File: src/ooo_defines.svh
`ifndef OOO_DEFINES_SVH
`define OOO_DEFINES_SVH

// architectural register file
`define NUM_REGS 32  // x0..x31
`define XLEN 32      // register width in bits
`define REG_AW 5     // bits to address one register

// reorder buffer sizing
`define ROB_DEPTH 8  // in-flight instructions
`define ROB_TW 3     // tag width, log2 of ROB_DEPTH

// ROB_TW and ROB_DEPTH must agree, since the pointers
// wrap by plain overflow of a ROB_TW-bit counter

`endif
File: src/ooo_pkg.sv
`default_nettype none

package ooo_pkg;

  // life of one reorder buffer slot
  typedef enum logic [1:0] {
    ROB_EMPTY   = 2'd0, // free for allocation
    ROB_PENDING = 2'd1, // issued, result outstanding
    ROB_DONE    = 2'd2  // result captured, waiting for head
  } rob_state_e;

  // a slot goes EMPTY -> PENDING -> DONE -> EMPTY
  // or straight back to EMPTY on flush

endpackage

`default_nettype wire

File: src/issue_stage.sv
`timescale 1ns/1ps
`default_nettype none
`include "ooo_defines.svh"

module issue_stage (
  input  wire                 clk_in,
  input  wire                 rst_in,
  input  wire                 issue_valid,
  input  wire [`REG_AW-1:0]   issue_rs1,
  input  wire [`REG_AW-1:0]   issue_rs2,
  input  wire [`REG_AW-1:0]   issue_rd,
  input  wire                 writes_rd,
  input  wire                 complete_valid,
  input  wire [`ROB_TW-1:0]   complete_tag,
  input  wire [`XLEN-1:0]     complete_data,
  input  wire                 flush,
  output logic                issue_ready,
  output logic [`ROB_TW-1:0]  issue_tag,
  output logic [`XLEN-1:0]    src1_value,
  output logic [`ROB_TW-1:0]  src1_tag,
  output logic                src1_ready,
  output logic [`XLEN-1:0]    src2_value,
  output logic [`ROB_TW-1:0]  src2_tag,
  output logic                src2_ready,
  output logic                commit_valid,
  output logic [`REG_AW-1:0]  commit_rd,
  output logic [`XLEN-1:0]    commit_data
);

  localparam int SW = $bits(ooo_pkg::rob_state_e);

  logic                      issue_accept;              // rob took the issue
  logic [`ROB_TW-1:0]        commit_tag;
  logic [`ROB_DEPTH*SW-1:0]  entry_states;
  logic [`XLEN-1:0]          entry_values [`ROB_DEPTH];
  logic [`REG_AW-1:0]        entry_rds [`ROB_DEPTH];    // flush list for the rf
  logic [`XLEN-1:0]          rval1, rval2;
  logic [`ROB_TW-1:0]        tag1, tag2;
  logic                      busy1, busy2;

  register_file i_register_file (
    .clk_in, .rst_in,
    .rs1 (issue_rs1), .rs2 (issue_rs2),
    .commit_valid, .commit_rd, .commit_tag, .commit_data,
    .rename_valid (issue_accept), .rename_rd (issue_rd), .rename_tag (issue_tag),
    .writes_rd, .flush, .flush_addrs (entry_rds),
    .rval1, .rval2, .tag1, .tag2, .busy1, .busy2
  );

  reorder_buffer #(.SW (SW)) i_reorder_buffer (
    .clk_in, .rst_in,
    .issue_valid, .issue_rd, .writes_rd,
    .complete_valid, .complete_tag, .complete_data, .flush,
    .issue_ready, .issue_accept, .issue_tag,
    .commit_valid, .commit_rd, .commit_tag, .commit_data,
    .entry_states, .entry_values, .entry_rds
  );

  // one lookup per source operand
  operand_lookup #(.SW (SW)) i_lookup_src1 (
    .rs (issue_rs1), .rf_value (rval1), .rf_tag (tag1), .rf_busy (busy1),
    .entry_states, .entry_values,
    .value (src1_value), .tag (src1_tag), .ready (src1_ready)
  );

  operand_lookup #(.SW (SW)) i_lookup_src2 (
    .rs (issue_rs2), .rf_value (rval2), .rf_tag (tag2), .rf_busy (busy2),
    .entry_states, .entry_values,
    .value (src2_value), .tag (src2_tag), .ready (src2_ready)
  );

endmodule

`default_nettype wire

File: src/operand_lookup.sv
`timescale 1ns/1ps
`default_nettype none
`include "ooo_defines.svh"

module operand_lookup #(
  parameter int SW = $bits(ooo_pkg::rob_state_e)  // bits per slot state
) (
  input  wire [`REG_AW-1:0]        rs,                        // source register
  input  wire [`XLEN-1:0]          rf_value,
  input  wire [`ROB_TW-1:0]        rf_tag,                    // producer slot if busy
  input  wire                      rf_busy,
  input  wire [`ROB_DEPTH*SW-1:0]  entry_states,              // flat from the rob
  input  wire [`XLEN-1:0]          entry_values [`ROB_DEPTH],
  output logic [`XLEN-1:0]         value,
  output logic [`ROB_TW-1:0]       tag,
  output logic                     ready
);

  ooo_pkg::rob_state_e prod_state;  // state of the producing slot

  assign prod_state = ooo_pkg::rob_state_e'(entry_states[rf_tag*SW +: SW]);
  assign tag        = rf_tag;       // only meaningful while not ready

  always_comb begin
    if (rs == '0) begin
      value = '0;                     // x0 reads zero
      ready = 1'b1;
    end else if (!rf_busy) begin
      value = rf_value;               // architectural value is current
      ready = 1'b1;
    end else if (prod_state == ooo_pkg::ROB_DONE) begin
      value = entry_values[rf_tag];   // forward result not yet retired
      ready = 1'b1;
    end else begin
      value = '0;                     // wait on tag
      ready = 1'b0;
    end
  end

endmodule

`default_nettype wire

File: src/reorder_buffer.sv
`timescale 1ns/1ps
`default_nettype none
`include "ooo_defines.svh"

module reorder_buffer #(
  parameter int SW = $bits(ooo_pkg::rob_state_e)  // bits per exported state
) (
  input  wire                        clk_in,
  input  wire                        rst_in,
  input  wire                        issue_valid,       // issue strobe from outside
  input  wire [`REG_AW-1:0]          issue_rd,
  input  wire                        writes_rd,
  input  wire                        complete_valid,    // result from an execution unit
  input  wire [`ROB_TW-1:0]          complete_tag,
  input  wire [`XLEN-1:0]            complete_data,
  input  wire                        flush,             // discard everything in flight
  output logic                       issue_ready,
  output logic                       issue_accept,      // issue actually allocated
  output logic [`ROB_TW-1:0]         issue_tag,         // slot given to this issue
  output logic                       commit_valid,
  output logic [`REG_AW-1:0]         commit_rd,
  output logic [`ROB_TW-1:0]         commit_tag,
  output logic [`XLEN-1:0]           commit_data,
  output logic [`ROB_DEPTH*SW-1:0]   entry_states,      // slot i at [i*SW +: SW]
  output logic [`XLEN-1:0]           entry_values [`ROB_DEPTH],
  output logic [`REG_AW-1:0]         entry_rds [`ROB_DEPTH]
);

  logic [`ROB_TW-1:0] head;    // oldest slot
  logic [`ROB_TW-1:0] tail;    // next slot to allocate
  logic [`ROB_TW:0]   count;   // one extra bit to tell full from empty

  ooo_pkg::rob_state_e state [`ROB_DEPTH];
  logic [`REG_AW-1:0]  rd    [`ROB_DEPTH];  // destination register
  logic                wr    [`ROB_DEPTH];  // slot writes the register file
  logic [`XLEN-1:0]    val   [`ROB_DEPTH];  // captured result

  logic full;
  logic retire;       // head leaves this cycle
  logic complete_en;  // completion hits a pending slot

  assign full         = (count == (`ROB_TW+1)'(`ROB_DEPTH));
  assign issue_ready  = !full && !flush;     // flush cycle blocks allocation
  assign issue_accept = issue_valid && issue_ready;
  assign issue_tag    = tail;

  assign retire       = (state[head] == ooo_pkg::ROB_DONE) && !flush;
  assign complete_en  = complete_valid && !flush &&
                        (state[complete_tag] == ooo_pkg::ROB_PENDING);

  // slots without a destination retire silently
  assign commit_valid = retire && wr[head];
  assign commit_rd    = rd[head];
  assign commit_tag   = head;
  assign commit_data  = val[head];

  always_comb begin
    for (int i = 0; i < `ROB_DEPTH; i++) begin
      entry_states[i*SW +: SW] = state[i];
      entry_values[i]          = val[i];
      entry_rds[i]             = rd[i];
    end
  end

  // control state, all cleared by reset and by flush
  always_ff @(posedge clk_in) begin
    if (rst_in || flush) begin
      head  <= '0;
      tail  <= '0;
      count <= '0;
      for (int i = 0; i < `ROB_DEPTH; i++) begin
        state[i] <= ooo_pkg::ROB_EMPTY;
      end
    end else begin
      if (complete_en) begin
        state[complete_tag] <= ooo_pkg::ROB_DONE;
      end
      if (retire) begin
        state[head] <= ooo_pkg::ROB_EMPTY;
        head        <= head + `ROB_TW'(1);  // wraps at depth
      end
      if (issue_accept) begin
        state[tail] <= ooo_pkg::ROB_PENDING; // tail is never head while in use
        tail        <= tail + `ROB_TW'(1);
      end
      case ({issue_accept, retire})
        2'b10:   count <= count + 1'b1;
        2'b01:   count <= count - 1'b1;
        default: count <= count;            // both or neither
      endcase
    end
  end

  // slot payload, only meaningful while the slot is in use
  always_ff @(posedge clk_in) begin
    if (issue_accept) begin
      rd[tail] <= issue_rd;
      wr[tail] <= writes_rd;
    end
    if (complete_en) begin
      val[complete_tag] <= complete_data;
    end
  end

endmodule

`default_nettype wire

File: src/register_file.sv
`timescale 1ns/1ps
`default_nettype none
`include "ooo_defines.svh"

module register_file (
  input  wire                 clk_in,
  input  wire                 rst_in,
  input  wire [`REG_AW-1:0]   rs1,                      // read port 1 address
  input  wire [`REG_AW-1:0]   rs2,                      // read port 2 address
  input  wire                 commit_valid,             // retire strobe from rob
  input  wire [`REG_AW-1:0]   commit_rd,
  input  wire [`ROB_TW-1:0]   commit_tag,               // rob slot being retired
  input  wire [`XLEN-1:0]     commit_data,
  input  wire                 rename_valid,             // issue accepted this cycle
  input  wire [`REG_AW-1:0]   rename_rd,
  input  wire [`ROB_TW-1:0]   rename_tag,               // slot allocated to the issue
  input  wire                 writes_rd,                // issued op has a destination
  input  wire                 flush,
  input  wire [`REG_AW-1:0]   flush_addrs [`ROB_DEPTH], // dest of every rob slot
  output logic [`XLEN-1:0]    rval1,
  output logic [`XLEN-1:0]    rval2,
  output logic [`ROB_TW-1:0]  tag1,
  output logic [`ROB_TW-1:0]  tag2,
  output logic                busy1,
  output logic                busy2
);

  logic [`XLEN-1:0]   regs [`NUM_REGS];  // architectural values
  logic [`ROB_TW-1:0] tags [`NUM_REGS];  // youngest producer per register
  logic [`NUM_REGS-1:0] busy;            // set while a producer is in flight

  logic rename_en;
  logic commit_en;

  // x0 is hardwired, so it never takes a rename or a write
  assign rename_en = rename_valid && writes_rd && (rename_rd != '0);
  assign commit_en = commit_valid && (commit_rd != '0);

  always_ff @(posedge clk_in) begin
    if (rst_in) begin
      for (int i = 0; i < `NUM_REGS; i++) begin
        regs[i] <= '0;
        tags[i] <= '0;
      end
      busy <= '0;
    end else if (flush) begin
      // every busy register has its producer in some slot
      for (int j = 0; j < `ROB_DEPTH; j++) begin
        busy[flush_addrs[j]] <= 1'b0;
      end
    end else begin
      if (commit_en) begin
        regs[commit_rd] <= commit_data;
        if (tags[commit_rd] == commit_tag) begin
          busy[commit_rd] <= 1'b0;      // no younger rename pending
        end
      end
      if (rename_en) begin               // later assignment, so issue wins
        tags[rename_rd] <= rename_tag;
        busy[rename_rd] <= 1'b1;
      end
    end
  end

  // read ports, x0 forced to zero and never busy
  always_comb begin
    rval1 = (rs1 == '0) ? '0 : regs[rs1];
    rval2 = (rs2 == '0) ? '0 : regs[rs2];
    tag1  = tags[rs1];
    tag2  = tags[rs2];
    busy1 = (rs1 != '0) && busy[rs1];
    busy2 = (rs2 != '0) && busy[rs2];
  end

endmodule

`default_nettype wire

File: config.mk
export PLATFORM = sky130hd
export DESIGN_NAME = issue_stage
export DESIGN_NICKNAME = d
export VERILOG_FILES = /design/src/ooo_pkg.sv /design/src/issue_stage.sv /design/src/operand_lookup.sv /design/src/reorder_buffer.sv /design/src/register_file.sv
export VERILOG_INCLUDE_DIRS = /design/src
export SDC_FILE = /design/constraint.sdc
export NUM_CORES = 2
export LEC_CHECK = 0
export BUFFER_PORTS_ARGS = -buffer_cell sky130_fd_sc_hd__buf_2
export CORE_MARGIN = 3
export CORE_UTILIZATION = 40
export CTS_BUF_LIST = sky130_fd_sc_hd__clkbuf_4
export DETAILED_ROUTE_END_ITERATION = 8
export MAX_ROUTING_LAYER = met4
export PLACE_DENSITY_LB_ADDON = 0.1
export RECOVER_POWER = 50
export SYNTH_ARGS = -nofsm -noshare
export SYNTH_HDL_FRONTEND = slang
export SYNTH_HIERARCHICAL = 1
export SYNTH_SLANG_ARGS = --single-unit
File: constraint.sdc
create_clock -name clk_in -period 9.85 [get_ports clk_in]
set_input_delay 0 -clock clk_in [delete_from_list [all_inputs] [get_ports clk_in]]
set_output_delay 0 -clock clk_in [all_outputs]
set_load 0.01 [all_outputs]
Yosys cells after proc, flatten, opt, wreduce, memory -nomap -nowiden
Memories as Yosys holds them, arrays and structs flattened. A register that Yosys moved wholly into a read port is not among the register bits.
Cells that the tools add are included.
- register bits: 42
- memory bits (writable): 1440
- bits of input ports: 56
- output and inout port bits: 114
- memories kept: 6
- memories (name ; words ; width ; read ports ; clocked after Yosys merged registers in ; write ports ; RTL line ; source):
    i_register_file.regs ; 32 ; 32 ; 2 ; 0 ; 32 ; register_file.sv:28 ; logic [`XLEN-1:0] regs [`NUM_REGS];
    i_reorder_buffer.val ; 8 ; 32 ; 9 ; 1 ; 1 ; reorder_buffer.sv:36 ; logic [`XLEN-1:0] val [`ROB_DEPTH];
    i_register_file.tags ; 32 ; 3 ; 3 ; 0 ; 32 ; register_file.sv:29 ; logic [`ROB_TW-1:0] tags [`NUM_REGS];
    i_reorder_buffer.rd ; 8 ; 5 ; 9 ; 1 ; 1 ; reorder_buffer.sv:34 ; logic [`REG_AW-1:0] rd [`ROB_DEPTH];
    i_reorder_buffer.state ; 8 ; 2 ; 10 ; 1 ; 8 ; reorder_buffer.sv:33 ; ooo_pkg::rob_state_e state [`ROB_DEPTH];
    i_reorder_buffer.wr ; 8 ; 1 ; 1 ; 1 ; 1 ; reorder_buffer.sv:35 ; logic wr [`ROB_DEPTH];
- add/subtract/negate cells: 4
- $lt $le $gt $ge: 24
- equal/unequal tests: 8
- shift operators: 2
- multiplexer cells: 95
- bitwise logic cells: 21
- reductions and logical operators: 36
- operators with widths (kind ; number):
    32-bit 2-to-1 mux ; 17
    32-bit bitwise AND ; 9
    32-bit NOT ; 9
    32-bit binary-select mux with 3-bit select ; 2
    5-bit by 6-bit < comparator with 1-bit output (second input constant) ; 12
    1-bit demux with 5-bit select ; 10
    5-bit by 1-bit greater-or-equal comparator with 1-bit output (second input constant) ; 10
    1-bit 2-to-1 mux ; 46
    3-bit 2-to-1 mux ; 12
    32-bit bitwise OR ; 1
    32-bit OR reduction ; 1
    16-bit by 5-bit indexed part select with 2-bit output ; 2
    1-bit logical AND ; 21
    5-bit nonzero test ; 4
    1-bit binary-select mux with 5-bit select ; 2
    5-bit logical NOT ; 2
    5-bit 2-to-1 mux ; 2
    2-bit == test (second input constant) ; 4
    4-bit greater-or-equal comparator (second input constant) ; 2
    3-bit NOT with 4-bit output ; 2
    4-bit one-hot mux with 2 select lines ; 1
    3-bit by 1-bit adder with 3-bit output (second input constant) ; 2
    2-bit 2-to-1 mux ; 3
    2-bit OR reduction ; 3
    9 further kinds ; 11

Longest topological paths before layout
- word-level depth: 14
- depth in mapped cells: 17
- gate-level depth less buffers: 10

Hierarchy
The synthesis kept the hierarchy.
- by module, submodules not included (module ; instances ; cells each ; area an instance (µm²) ; sequential area each (µm²)):
    register_file ; 1 ; 4273 ; 64609.5 ; 34272.9
    reorder_buffer ; 1 ; 710 ; 13061.3 ; 9709.3
    operand_lookup ; 2 ; 220 ; 2462.4 ; 0.0

Least setup slack after synthesis
No wires, ideal clock.
- kind: register to register
- from: mem i_reorder_buffer/state[7][1] in the netlist's numbering
- to: mem i_reorder_buffer/state[7][0] in the netlist's numbering
- library setup time: 121 ps
- arrival: 6300 ps
- required time: 9729 ps
- setup slack: 3429 ps
- stages on the path, launching flop included: 5
- path buffers: 0
- cells stage by stage: dfxtp_1 -> nand2b_1 -> a2111oi_0 -> nor2_1 -> a22o_1
- RTL lines (item ; RTL line):
    start, declared ; reorder_buffer.sv:33

==> out/metrics.yaml <==
wl_um: 286000
fillCellCount: 18335
dieHeight_um: 460
clockBufferDepth: 4
clkSlewWorstSetupHoldPaths_ns: 0.07
finalSetupViolations: 0
syn_inst: 5423
cts_tree: "built"
post_cts_resized: 0
grt_max_degree: 103
end_kind: "flip-flop"
root_buffer: "clkbuf_4"
hold_class: "input pin to flip-flop"
via_count: 53670
violations: "max-capacitance violations, max-slew violations"
hpwl_um: 192000
die_w_um: 460
min_path_cells: 3
core-area_sq_um: 205000
layout-drive-gt1-share_pct: 31.1
r2r_cells: 8
synth.distinct_cells: 80
insertion_delay_ns: 1.41
grt_usage_pct: 27.8
io_pins: 170
ant_nets: 0
cts_made_buffers: 420
power_density_nw_per_um2: 158
hold_start: "writes_rd"
p_total_w: 0.0145
multiInputGateArea_sq_um: 36700
ys_ff_latch: 1485
yosys_warnings: 6
crit_buf_inv: 0
r2r_slack_ns: 1.92
skew_ns: 0.142
grt_first_pass_wirelength_um: 406000
h-tree-depth: 5
critPathArrivalTime_ns: 8.90
grt_pass1_vias: 53429
syn_area_sq_um: 82600
setup_ws_ns: 1.92
cpPeakStageDelay_ns: 2.04
vias_per_cell: 6.14
drtPass1Iterations: 6
rsz0062_at_grt: "false"
layout.area.seq_sq_um: 44000
synth_area_per_cell_sq_um: 15.2
finalCritPeriodShare_pct: 80.5
r2r_end: "i_register_file/regs[12][10]"
wl_per_cell_um: 32.8
cts.sinks: 1485
async_reset_ff_share_pct: 0
post-place-ws_ns: 3.28
path_cells: "nor4bb_1 > o41ai_2 > a21oi_1 > a21boi_0 > or3b_2 > or3_1 > nor2_4 > or2_2"
drt_iter0_markers: 6543
post-cts-setup-buffer-count: 0
crit_slowest_cell: "dfxtp_1"
whs_endpoint: "i_reorder_buffer/wr[7]"
cap_violations: 46
grt.overflow.total: 0
tightest_slew_ns: 3.37
slew_headroom_pct: -124
path_delay_family: "simple AND/OR/NAND/NOR gates"
status: "finished with violations"
start_util_pct: 40.3
nNetsFinal: 5811
synth-main-ff-cell: "edfxtp_1"
synth-edff-count: 1424
fin_util_pct: 44.9
period_needed_ns: 7.93
die_area_sq_um: 212000
gp_congestion: 0.923
slew_violations: 1526
hold_viol: 0
drc_errors: 0
ys_seq_area_share_pct: 53.3
max_freq_ghz: 0.126
leakage_nw: 31.8
peakVddDrop_mv: 0.115
fin_setup_tns_ns: 0
cp.required_ns: 10.82
rows: 166
io_buffers: 169
antenna_found_initial: 43
layout-area-overhead-vs-synth_pct: 11.5
critical_path_class: "flip-flop to flip-flop"
cp-start-kind: "flip-flop"
crit_fanout: 40
layer usage:
layer	share of wire, %	up-vias	global-route usage, %
li1	-	22254	-
met1	45	28389	40.8
met2	44	2636	39.8
met3	9.0	391	5.58
met4	2.1	0	6.25
met5	0	-	-
cell usage in the layout, fill, tap and decap left out, types with 29 or more instances in the layout:
| cell type | instances |
|---|---|
| mux4_2 | 927 |
| o31ai_1 | 71 |
| nor2_1 | 187 |
| dlygate4sd3_1 | 136 |
| nor2_4 | 30 |
| mux2i_1 | 183 |
| o22ai_1 | 95 |
| conb_1 | 35 |
| buf_4 | 71 |
| edfxtp_1 | 1424 |
| nor2b_1 | 29 |
| a21oi_1 | 72 |
| clkbuf_1 | 104 |
| buf_2 | 82 |
| nand2_1 | 231 |
| nor3_1 | 30 |
| clkbuf_4 | 603 |
| or2_2 | 71 |
| nand3b_1 | 38 |
| clkinv_1 | 84 |
| and2_0 | 214 |
| and2_1 | 871 |
| dfxtp_1 | 59 |
| nand3_1 | 32 |
| nand2b_1 | 33 |
timing repair:
action,in CTS,in global routing
hold buffers,137,0
endpoints found under the hold margin,1086,0
endpoints found under the setup margin,0,0
kinds of logic after synthesis:
| logic type | count (synthesis) | synth area share (%) |
|---|---|---|
| AO/OA/AOI/OAI | 375 | 3.19 |
| XOR/XNOR | 7 | 0.0742 |
| adder cells (fa/ha/maj) | 5 | 0.0757 |
| buffers and inverters | 554 | 2.75 |
| flip-flops | 1485 | 53.3 |
| multiplexers | 1116 | 27.6 |
| other | 1 | 0.00454 |
| AND/OR/NAND/NOR | 1880 | 13.1 |
worst reg2reg max path, delay by kind of cell (launching register included):
family / cells / cell delay [ns]
AOI/OAI and AO/OA: 3 / 1.74
and+or+nand+nor: 5 / 3.74
DFF: 1 / 2.04
worst max-delay path by stage:
stage                                  from                      endpoint  slack (ns)  cells after the start
2_1_floorplan  i_reorder_buffer/state[7][1]  i_reorder_buffer/state[7][0]        3.43                      4
3_3_place_gp                      flip-flop   i_register_file/regs[12][4]        3.36                      8
3_5_place_dp                      flip-flop  i_register_file/regs[12][13]        3.28                      8
4_1_cts                           flip-flop  i_register_file/regs[12][19]        3.22                      8
5_1_grt                           flip-flop  i_register_file/regs[12][10]        1.51                      8
6_report                          flip-flop  i_register_file/regs[12][10]        1.92                      8
Yosys cell counts (29+ instances only):
library cell / count / area, sq um
edfxtp_1: 1424 / 42800
and2_1: 1085 / 6790
mux4_2: 927 / 20900
clkbuf_1: 385 / 1450
nand2_1: 235 / 882
nor2_1: 218 / 818
mux2i_1: 183 / 1830
o22ai_1: 95 / 594
buf_1: 84 / 315
a21oi_1: 72 / 360
or2_2: 72 / 450
o31ai_1: 71 / 533
dfxtp_1: 61 / 1220
buf_2: 39 / 195
nand3b_1: 38 / 285
nand2b_1: 33 / 206
nand3_1: 32 / 160
nor3_1: 30 / 150
nor2b_1: 29 / 181
metrics by stage:
step / std cells / cell area, sq um / hold slack [ns]
2_1_floorplan: 5457 / 82700 / 0.0547
3_3_place_gp: 7879 / 86000 / 0.270
3_5_place_dp: 7879 / 86000 / 0.272
4_1_cts: 8722 / 92400 / 0.0104
5_1_grt: 8732 / 92000 / 0.118
6_report: 8741 / 92100 / 0.201
sequential cells by signal, summed over array words and instances (netlist names), named ones only:
signal / flops
i_register_file/regs: 1024
i_reorder_buffer/val: 256
i_register_file/tags: 96
i_reorder_buffer/rd: 40
i_register_file/busy: 32
i_reorder_buffer/state: 16
i_reorder_buffer/wr: 8
i_reorder_buffer/count: 4
i_reorder_buffer/commit_tag: 3
i_reorder_buffer/issue_tag: 3
where the power goes:
part	internal [W]	switching, W	leakage [nW]
sequential	0.00708	0.000102	14.8
combinational	0.000757	0.00109	14.0
clock	0.00283	0.00265	3.00
total	0.0107	0.00384	31.8
layout make-up:
type / instances / share of cell area, %
Inverter: 20 / 0.0816
Timing Repair Buffer: 405 / 3.11
Clock inverter: 103 / 0.500
Antenna cell: 19 / 0.0517
Tap cell: 2688 / 3.65
Multi-Input combinational cell: 3418 / 39.9
Sequential cell: 1485 / 47.8
Clock buffer: 603 / 4.92
No activity file was read; power rests on OpenSTA's default activity.
